**config.mk**
```make
export PLATFORM = sky130hd
export DESIGN_NAME = fetch_unit
export DESIGN_NICKNAME = d
export VERILOG_FILES = /design/src/core_pkg.sv /design/src/fetch_unit.sv
export VERILOG_INCLUDE_DIRS = /design/src
export SDC_FILE = /design/constraint.sdc
export NUM_CORES = 1
export LEC_CHECK = 0
export BUFFER_PORTS_ARGS = -buffer_cell sky130_fd_sc_hd__buf_2
export CORE_AREA = 2 2 126 128
export CTS_CLUSTER_DIAMETER = 40
export DETAILED_ROUTE_END_ITERATION = 8
export DIE_AREA = 0 0 128 130
export MAX_ROUTING_LAYER = met4
export PLACE_DENSITY = 0.81
export SLEW_MARGIN = 20
export SYNTH_ARGS = -nofsm -noshare
export SYNTH_HDL_FRONTEND = slang
export SYNTH_SLANG_ARGS = --single-unit
```
**constraint.sdc**
```tcl
create_clock -name clk -period 2.3 [get_ports clk]
set_input_delay 0.115 -clock clk [delete_from_list [all_inputs] [get_ports clk]]
set_output_delay 0.115 -clock clk [all_outputs]
set_load 0.005 [all_outputs]
```
**src/core_cfg.svh**
```systemverilog
`ifndef CORE_CFG_SVH
`define CORE_CFG_SVH

// data word and byte address width
`define CORE_WORD_W 64

// instruction width
`define CORE_INST_W 32

// one cache line, moved over the bus as CORE_BEATS doublewords
`define CORE_LINE_W 512
`define CORE_BEATS 8

// cache index bits, 16 lines per cache
`define CORE_INDEX_W 4

`define CORE_BUS_TAG_W 13

// bus tags: bit 12 marks a read, bits 11:8 select the memory device
`define CORE_TAG_READ 13'h1100
`define CORE_TAG_WRITE 13'h0100

`endif
```
**src/core_pkg.sv**
```systemverilog
`include "core_cfg.svh"

package core_pkg;

  typedef logic [`CORE_WORD_W-1:0] addr_t;
  typedef logic [`CORE_WORD_W-1:0] word_t;
  typedef logic [`CORE_INST_W-1:0] instr_t;
  typedef logic [`CORE_LINE_W-1:0] line_t;
  typedef logic [`CORE_BUS_TAG_W-1:0] bus_tag_t;

  typedef enum logic [1:0] {
    cache_idle,
    cache_lookup,
    cache_refill,
    cache_write_through
  } cache_state_e;

  typedef enum logic [1:0] {
    arb_idle,
    arb_serve_i,
    arb_serve_d
  } arb_state_e;

  typedef enum logic [1:0] {
    mc_idle,
    mc_req_addr,
    mc_write_beats,
    mc_read_beats
  } mc_state_e;

endpackage

```
**src/fetch_unit.sv**
```systemverilog
`timescale 1ns/1ps

module fetch_unit (
  input  logic             clk,
  input  logic             reset,
  input  core_pkg::addr_t  entry,
  input  logic             stall,
  input  logic             redirect,
  input  core_pkg::addr_t  redirect_pc,
  input  logic             icache_done,
  input  core_pkg::instr_t icache_instr,
  output core_pkg::addr_t  pc,
  output logic             fetch_en,
  output logic             fetch_valid,
  output core_pkg::instr_t fetch_instr,
  output core_pkg::addr_t  fetch_pc
);

  // an icache lookup is in flight, mirrors the cache leaving idle
  logic pending;
  // the lookup in flight was issued on a path that has since been redirected
  logic discard;
  logic accept;

  // no new lookup while stalled or while the pc is being redirected
  assign fetch_en = !stall && !redirect;

  // keep a word only if it is on the current path and fetch is not held
  assign accept      = icache_done && !discard && !redirect && !stall;
  assign fetch_valid = accept;
  assign fetch_instr = icache_instr;
  assign fetch_pc    = pc;

  always_ff @(posedge clk) begin
    if (reset) begin
      pc <= entry;
    end else if (redirect) begin
      pc <= redirect_pc;
    end else if (accept) begin
      pc <= pc + core_pkg::addr_t'(4);
    end
  end

  always_ff @(posedge clk) begin
    if (reset) begin
      pending <= 1'b0;
      discard <= 1'b0;
    end else if (icache_done) begin
      pending <= 1'b0;
      discard <= 1'b0;
    end else begin
      if (fetch_en) begin
        pending <= 1'b1;
      end
      // the old-path word still arrives later and must be thrown away
      if (redirect && pending) begin
        discard <= 1'b1;
      end
    end
  end

endmodule

```
==> qor.yml <==
outcome:
  status: "finished clean"
synth:
  synthDistinctLibCells: 52
  yosysSeqAreaShare_pct: 36.9
  ys.flop_type: "edfxtp_1"
  synthCells: 591
  synth_area_per_cell_um2: 9.00
  ys_warn_count: 0
  synth-edff-count: 64
  ys_ff_latch: 66
  syn-num-nets: 757
  synth-async-reset-ratio_pct: 0
  syn-cell-area_mm2: 0.00532
finish:
  mostFrequentLayoutCells: "262 x buf_2, 75 x buf_4, 72 x nand2_1"
  layout_commonest_cell: "buf_2"
  final_cells: 1022
  area_growth_pct: 32.3
  layout.nets: 990
  drive_above_1_share_pct: 46.6
setup_path:
  critical_path_arrival_ns: 2.32
  cpMostUsedCell: "buf_4"
  ff2ff_path_depth: 8
  cp_num_buf_inv: 2
  crit_type: "reg2reg"
  end_kind: "flip-flop"
  cp_top_family: "simple AND/OR/NAND/NOR gates"
  rr_endpoint: "fetch_pc[52]"
  cpPeakStageDelay_ns: 0.36
  cp-startpoint: "fetch_pc[28]"
  rrSetupSlack_ns: 0.07
  path_max_fanout: 8
  startpoint_type: "flip-flop"
  crit_slowest_cell: "edfxtp_1"
  reg2reg_from: "fetch_pc[28]"
  path_cells: "nand4_1 > buf_4 > nor4_4 > nand4_2 > buf_4 > or3_1 > a21oi_1 > o31ai_1"
  required_ns: 2.39
clock_tree:
  clock_latency_ns: 0.34
  htreeDepth: 3
  ctsRootBufferMaster: "clkbuf_16"
  clkSinkCount: 66
  clockBufferDepth: 2
  cts_made_buffers: 9
  clk_pin_slew_ns: 0.06
  cts_tree: "yes"
die:
  start_util_pct: 34.5
  rows: 46
  die_h_um: 130
  die-area_mm2: 0.0166
  design.core.area_mm2: 0.0154
  die_width_um: 128
  io_pins: 327
drt:
  via_per_inst: 5.22
  drt_iter0_markers: 370
  via_count: 5330
  routed_wl_mm: 18.6
  drcViolationCount: 0
  ant_nets: 0
  drt_first_pass_iters: 5
  wire_per_inst_um: 18.2
power:
  p_int_w: 0.00296
  p_switching_w: 0.00122
  total_power_w: 0.00418
  power_density_mw_per_mm2: 594
  clock_power_share_pct: 35.1
  seqPwrFrac_pct: 38.2
  ir_drop_mv: 0.333
  comb_power_share_pct: 26.8
  power_leakage_nw: 3.05
  swShare_pct: 29.1
sta:
  fin_skew_ns: 0.00590
  setup_violations: 0
  max_freq_mhz: 448
  final.period_utilization_pct: 97.0
  hold-worst-slack_ns: 0.0537
  fin_crit_ns: 2.23
  maxSlewHeadroom_pct: 68.8
  hold_viol_final: 0
  worst_pin_slew_ns: 0.467
  slew_viol_final: 0
grt:
  grt_max_degree: 63
  first_global_vias: 4958
  globalRoute.totalOverflow: 0
  track_usage_pct: 22.1
  grt_pass1_wl_mm: 27.1
  grt_antenna_before_repair: 1
placement:
  dpl.cell_count: 1001
  io_buffers: 262
  hpwl_mm: 14.2
  routabilityCongestion: 0.856
min_path:
  whs_path_depth: 3
  hold_start: "entry[9]"
  min_path_type: "in2reg"
  hold_path_end: "fetch_pc[9]"
job:
  cap_violations: 0
power by group through the flow:
| stage | clock network (W) | logic (W) | registers, W |
|---|---|---|---|
| finish | 0.00147 | 0.00112 | 0.00159 |
| global route | 0.00154 | 0.00123 | 0.00161 |
| CTS | 0.00148 | 0.00111 | 0.00159 |
| global placement | 0 | 0.00109 | 0.00161 |
| detailed placement | 0 | 0.00111 | 0.00161 |
| floorplan | 0 | 0.000582 | 0.00168 |
synthesized netlist by cell type (3+ instances only):
| master | count | area, um^2 |
|---|---|---|
| o21ai_1 | 5 | 25.0 |
| nor4_1 | 8 | 50.1 |
| clkbuf_1 | 16 | 60.1 |
| nor4_2 | 4 | 50.1 |
| o22ai_1 | 10 | 62.6 |
| o21a_1 | 6 | 45.0 |
| xor2_1 | 15 | 131 |
| o31a_1 | 3 | 26.3 |
| buf_4 | 96 | 721 |
| nand2_1 | 73 | 274 |
| edfxtp_1 | 64 | 1920 |
| a21oi_1 | 26 | 130 |
| nand2b_1 | 9 | 56.3 |
| o221ai_1 | 3 | 26.3 |
| nor3_1 | 22 | 110 |
| xnor2_1 | 31 | 272 |
| or3_1 | 4 | 25.0 |
| nor2_1 | 25 | 93.8 |
| mux2_2 | 5 | 56.3 |
| inv_1 | 7 | 26.3 |
| and3_1 | 6 | 37.5 |
| o21ai_0 | 43 | 215 |
| nand3_1 | 21 | 105 |
| nand4_1 | 13 | 81.3 |
| mux2i_1 | 14 | 140 |
| nor4_4 | 3 | 63.8 |
| o31ai_1 | 9 | 67.6 |
| a22oi_1 | 13 | 97.6 |
| buf_1 | 3 | 11.3 |
timing repair:
action	in CTS	in global routing
endpoints found under the setup margin	1	21
hold buffers	1	0
pin swaps	1	2
hold endpoints to repair	2	0
buffers inserted	0	3
gates resized for setup	0	9
metal layers:
layer | vias to the layer above | GRT usage, % | wire length, um
met5 | - | - | 0
met2 | 265 | 34.6 | 8850
met3 | 26 | 4.72 | 1370
met4 | 0 | 6.92 | 314
li1 | 2530 | - | -
met1 | 2509 | 28.7 | 8070
cells by family after synthesis:
group                      count (synthesis)  synth area share, %
muxes                                     19                 3.69
xor gates and xnor gates                  46                 7.58
and+or+nand+nor                          209                 21.8
DFF                                       66                 36.9
buffers and inverters                    128                 16.0
adders and majority gates                  1                0.235
AOI/OAI and AO/OA                        122                 13.7
flip-flops by register name (all words and copies together), names as in the netlist:
register / flops
fetch_pc: 64
discard: 1
pending: 1
area by class of cell:
class                      count  area [um^2]
antenna                        1         2.50
clock buffer                   9          225
clock inverter                 7         83.8
fill                        1526         8390
inverter                      10         37.5
multi-input combinational    397         2560
sequential                    66         1960
tap                          192          240
timing repair buffer         340         1920
how the worst max path moves through the flow:
stage | to | cells after the start
after floorplan | fetch_pc[52] | 7
after global placement | fetch_pc[52] | 6
after detailed placement | fetch_pc[25] | 7
after CTS | fetch_pc[25] | 7
after global routing | fetch_pc[60] | 8
final | fetch_pc[52] | 8
per-stage QoR:
stage | utilization [%] | instance area [um^2] | worst slack (ns) | setup TNS (ns)
2_1_floorplan | - | 5320 | 0.124 | 0
3_3_place_gp | 43.1 | 6640 | 0.0907 | 0
3_5_place_dp | 43.1 | 6640 | 0.0172 | 0
4_1_cts | 45.1 | 6960 | 0.00351 | 0
5_1_grt | 45.6 | 7030 | -0.0411 | -0.0996
6_report | 45.6 | 7030 | 0.0700 | 0
worst reg2reg max path: cells and delay by family, from the launching register on:
family | cells | cell delay (ns)
simple gates | 4 | 0.97
compound gates | 2 | 0.24
flops | 1 | 0.36
buf+inv | 2 | 0.42
(Power assumes the default switching activity.)
