### src/core_cfg.svh
`ifndef CORE_CFG_SVH
`define CORE_CFG_SVH

// data word and byte address width
`define CORE_WORD_W 64

// instruction width
`define CORE_INST_W 32

// one cache line, moved over the bus as CORE_BEATS doublewords
`define CORE_LINE_W 512
`define CORE_BEATS 8

// cache index bits, 16 lines per cache
`define CORE_INDEX_W 4

`define CORE_BUS_TAG_W 13

// bus tags: bit 12 marks a read, bits 11:8 select the memory device
`define CORE_TAG_READ 13'h1100
`define CORE_TAG_WRITE 13'h0100

`endif
### src/core_pkg.sv
`include "core_cfg.svh"

package core_pkg;

  typedef logic [`CORE_WORD_W-1:0] addr_t;
  typedef logic [`CORE_WORD_W-1:0] word_t;
  typedef logic [`CORE_INST_W-1:0] instr_t;
  typedef logic [`CORE_LINE_W-1:0] line_t;
  typedef logic [`CORE_BUS_TAG_W-1:0] bus_tag_t;

  typedef enum logic [1:0] {
    cache_idle,
    cache_lookup,
    cache_refill,
    cache_write_through
  } cache_state_e;

  typedef enum logic [1:0] {
    arb_idle,
    arb_serve_i,
    arb_serve_d
  } arb_state_e;

  typedef enum logic [1:0] {
    mc_idle,
    mc_req_addr,
    mc_write_beats,
    mc_read_beats
  } mc_state_e;

endpackage

### src/memory_controller.sv
`timescale 1ns/1ps
`include "core_cfg.svh"

module memory_controller (
  input  logic               clk,
  input  logic               reset,
  input  core_pkg::addr_t    in_address,
  input  core_pkg::line_t    data_in,
  input  logic               start_req,
  input  logic               wr_en,
  output core_pkg::line_t    data_out,
  output logic               data_valid,
  // system bus
  output logic               bus_reqcyc,
  output logic               bus_respack,
  output core_pkg::word_t    bus_req,
  output core_pkg::bus_tag_t bus_reqtag,
  input  logic               bus_respcyc,
  input  logic               bus_reqack,
  input  core_pkg::word_t    bus_resp,
  input  core_pkg::bus_tag_t bus_resptag
);

  localparam int cnt_w = $clog2(`CORE_BEATS);

  core_pkg::mc_state_e state;
  core_pkg::addr_t     addr_r;
  logic                wr_r;
  logic [cnt_w-1:0]    beat;
  // outgoing line for writes, incoming line for reads
  core_pkg::line_t     shift;

  logic start;
  logic last_beat;
  logic send_beat;
  logic take_beat;

  // the requester still holds start_req during the data_valid cycle
  assign start     = (state == core_pkg::mc_idle) && start_req && !data_valid;
  assign last_beat = (beat == cnt_w'(`CORE_BEATS - 1));
  assign send_beat = (state == core_pkg::mc_write_beats) && bus_reqack;
  assign take_beat = (state == core_pkg::mc_read_beats) && bus_respcyc &&
                     (bus_resptag == `CORE_TAG_READ);

  assign bus_reqcyc  = (state == core_pkg::mc_req_addr) ||
                       (state == core_pkg::mc_write_beats);
  assign bus_req     = (state == core_pkg::mc_req_addr) ? addr_r :
                       shift[`CORE_WORD_W-1:0];
  assign bus_reqtag  = wr_r ? `CORE_TAG_WRITE : `CORE_TAG_READ;
  assign bus_respack = take_beat;
  assign data_out    = shift;

  always_ff @(posedge clk) begin
    if (reset) begin
      state      <= core_pkg::mc_idle;
      wr_r       <= 1'b0;
      beat       <= '0;
      data_valid <= 1'b0;
    end else begin
      data_valid <= 1'b0;
      case (state)
        core_pkg::mc_idle: begin
          if (start) begin
            wr_r  <= wr_en;
            beat  <= '0;
            state <= core_pkg::mc_req_addr;
          end
        end
        core_pkg::mc_req_addr: begin
          if (bus_reqack) begin
            state <= wr_r ? core_pkg::mc_write_beats : core_pkg::mc_read_beats;
          end
        end
        core_pkg::mc_write_beats,
        core_pkg::mc_read_beats: begin
          if (send_beat || take_beat) begin
            beat <= beat + 1'b1;
            if (last_beat) begin
              data_valid <= 1'b1;
              state      <= core_pkg::mc_idle;
            end
          end
        end
        default: state <= core_pkg::mc_idle;
      endcase
    end
  end

  // lowest doubleword goes out first and comes back first
  always_ff @(posedge clk) begin
    if (start) begin
      addr_r <= in_address;
      shift  <= data_in;
    end else if (send_beat) begin
      shift <= shift >> `CORE_WORD_W;
    end else if (take_beat) begin
      shift <= {bus_resp, shift[`CORE_LINE_W-1:`CORE_WORD_W]};
    end
  end

endmodule

### config.mk
export PLATFORM = sky130hd
export DESIGN_NAME = memory_controller
export DESIGN_NICKNAME = d
export VERILOG_FILES = /design/src/core_pkg.sv /design/src/memory_controller.sv
export VERILOG_INCLUDE_DIRS = /design/src
export SDC_FILE = /design/constraint.sdc
export NUM_CORES = 1
export LEC_CHECK = 0
export BUFFER_PORTS_ARGS = -buffer_cell sky130_fd_sc_hd__buf_2
export CELL_PAD_IN_SITES_DETAIL_PLACEMENT = 1
export CELL_PAD_IN_SITES_GLOBAL_PLACEMENT = 2
export CORE_AREA = 4 4 479 481
export DETAILED_ROUTE_END_ITERATION = 8
export DIE_AREA = 0 0 483 485
export PLACE_DENSITY_LB_ADDON = 0.1
export SYNTH_ARGS = -nofsm -noshare
export SYNTH_HDL_FRONTEND = slang
export SYNTH_SLANG_ARGS = --single-unit
### constraint.sdc
create_clock -name clk -period 65.3 [get_ports clk]
set_clock_uncertainty 0.05 [all_clocks]
set_input_delay 13.06 -clock clk [delete_from_list [all_inputs] [get_ports clk]]
set_output_delay 13.06 -clock clk [all_outputs]
set_load 0.01 [all_outputs]
==> metrics.md <==
| Metric | Value |
|---|---|
| Commonest non-fill, non-tap cell in the layout | `nand2_1` |
| Area contributors post-synth | `edfxtp_1 69%, nand2_1 22%, mux2_2 2.9%` |
| Synth Register Bits | `583` |
| Post-CTS setup buffer count | `0` |
| Leak | `17.0 nW` |
| CTS root buf | `clkbuf_16` |
| Routability congestion estimate | `0.774` |
| Layout cells sized above 1 | `39.8%` |
| Critical Path Sink | `bus_respack` |
| RSZ-0062 raised after global routing | `no` |
| Post-cts sizing count | `0` |
| Sink Count | `583` |
| Grt ovf | `0` |
| I/O pin cnt | `roughly 1,300` |
| R2R setup slack | `59.96 ns` |
| Final layout net count | `4,263` |
| Placed Instances | `6,496` |
| Critical Path RT | `52.19 ns` |
| Post-DP HPWL | `135 mm` |
| # fillers | `between 20,000 and 30,000` |
| Post-route ant nets | `0` |
| Fin crit share | `approximately two fifths` |
| Mapped cell area | `0.0252 mm2` |
| Register area share after synthesis | `between 60% and 70%` |
| Vert. Die Dim | `485 um` |
| Drt initial violations | `925` |
| Crit path top cell by count | `buf_2` |
| Worst-Skew Late Latency | `0.72 ns` |
| Hold violation total from the final report | `0` |
| Most frequent cells in the layout | `1,475 x nand2_1, 1,238 x buf_2, 576 x edfxtp_1, 93 x clkbuf_16, 65 x mux2_2` |
| Syn_area_per_cell | `10.6 um2` |
| Die area | `0.234 mm2` |
| Netlist cell types | `31` |
| Critical path arrival | `14.22 ns` |
| H-tree Lvls | `3` |
| CTS clk-pin slew, worst paths | `0.05 ns` |
| Crit Path Max Fanout | `5` |
| Initial core utilization | `11.2%` |
| CTS tree | `yes` |
| Slowest CP cell | `nand4_2` |
| Core ar. | `0.225 mm2` |
| PD cells | `52.8 mW/mm2` |
| Yosys top cell area share | `between 60 and 70%` |
| Chip Width | `483 um` |
| Max cap viols | `0` |
| Total Routed Length | `roughly 170 mm` |
| IO Port Bufs | `1,238` |
| Min cycle time layout | `27.33 ns` |
| Largest net degree at the start of global routing | `approximately 170` |
| First-pass GRT wire length | `223 mm` |
| Cell taking the most area after synthesis | `edfxtp_1` |
| RR Endpoint | `data_out[82]` |
| Via density | `between 3 and 4` |
| Worst R2R Path Depth | `7` |
| HP Start | `beat[2]` |
| CTS max path bufs | `3` |
| Number of global-route vias before repair | `23,510` |
| Setup_tns | `0 ns` |
| Final setup fails | `0` |
| Class of the worst hold path | `reg -> reg` |
| Routed len/inst | `25.3 um` |
| Yosys warns | `0` |
| Drt pass-1 iters | `5` |
| DR vias | `21,672` |
| Rel. slew slack | `a little under a third` |
| Fin cells | `6,684` |
| TritonCTS Buffers | `92` |
| R2r startpoint | `state[1]` |
| Worst Max-Slew Pin Slew | `1.05 ns` |
| Cts hold-fix bufs | `0` |
| Critical Path Sink Type | `output pin` |
| Critical path class | `in -> out` |
| Setup crit start | `bus_resptag[0]` |
| Fin. max-slew vios | `0` |
| CP Cell Sequence | `buf_2 > nor4b_1 > nand4_2 > inv_1 > buf_2` |
| Antenna violations before repair | `160` |
| Critical path startpoint category | `primary input` |
| Cells after Synth | `2,376` |
| Peak VDD IR | `0.0206 mV` |
| CP peak stage delay | `between 0.4 and 0.5 ns` |
| Area growth from synthesis to layout | `49.1%` |
| All-Layer GR Usage | `roughly 14%` |
| Row cnt | `174` |
| DRC | `0` |
| Outcome | `complete, no violations` |
| FMAX | `36.6 MHz` |
## synth_stat cells (all sizes together)
cell type	n
nor3b	1
mux2i	4
nand3	65
inv	7
nor4	1
a221o	1
a31oi	2
nand3b	3
ha	6
edfxtp	576
nor2b	1
a22o	1
clkbuf	9
conb	2
buf	132
dfxtp	7
a21oi	2
nor2	3
mux2	66
nand2b	6
or2	2
nand4	1
nor4bb	1
nand2	1476
nor4b	1
## cell type report
cell class | count | area, um2 | share of cell area (%)
antenna | 32 | 80.1 | 0.213
clock buffer | 113 | 2400 | 6.39
clock inverter | 43 | 485 | 1.29
inverter | 7 | 33.8 | 0.0898
multi-input combinational | 1655 | 7010 | 18.7
sequential | 583 | 17400 | 46.4
tap | 2992 | 3740 | 9.96
timing repair buffer | 1259 | 6400 | 17.0
## worst min path at each step
stage | endpoint | slack (ns) | depth (start not counted)
2_1_floorplan | wr_r | 0.40 | 2
3_3_place_gp | beat[2] | 0.42 | 2
3_5_place_dp | wr_r | 0.43 | 2
4_1_cts | wr_r | 0.44 | 2
5_1_grt | wr_r | 0.45 | 2
6_report | beat[2] | 0.44 | 2
## critical path, delay by kind of cell
kind                   cells  cell delay (ns)
AND/OR/NAND/NOR            2             0.77
buffers and inverters      3             0.38
## logic make-up (layout without fill, tap and decap cells)
family                   after synthesis  count (layout)  share of synthesized area (%)
AO/OA/AOI/OAI                          6               6                          0.283
other                                  2              44                         0.0298
flip-flops                           583             583                           69.2
AND/OR/NAND/NOR                     1561            1561                           23.8
adder cells (fa/ha/maj)                6               6                          0.298
multiplexers                          70              70                           3.12
buffers and inverters                148            1422                           3.31
## state kept, by name, indices dropped and copies added, names as in the netlist
register / count
wr_r: 1
data_valid: 1
data_out: 512
addr_r: 64
beat: 3
state: 2
## metrics by stage
stage               hold slack [ns]  setup WS [ns]  total power [mW]  utilization [%]  cell area (um2)
finish                        0.435          37.97              1.98             16.7            37600
CTS                           0.436          37.96              2.07             16.7            37500
floorplan                     0.396          35.12              1.16                -            25300
global route                  0.452          37.89              2.14             16.7            37600
detailed placement            0.426          37.97              1.55             15.4            34600
global placement              0.415          37.89              1.55             15.4            34600
## metal layers
metal  share of wire [%]  GRT usage [%]  vias to the layer above  wire [um]
li1                    -              -                    10299          -
met1                  40           16.1                     9993      68500
met2                  48           23.3                      952      80400
met3                 8.6           5.90                      382      14500
met4                 3.2           4.15                       46       5430
met5                0.18              0                        -        301
## where the power goes
| group | internal (mW) | switching [mW] | total, mW |
|---|---|---|---|
| sequential | 0.644 | 0.104 | 0.748 |
| clock | 0.291 | 0.205 | 0.497 |
| combinational | 0.218 | 0.521 | 0.739 |
Power figures use the tool's default switching activity.
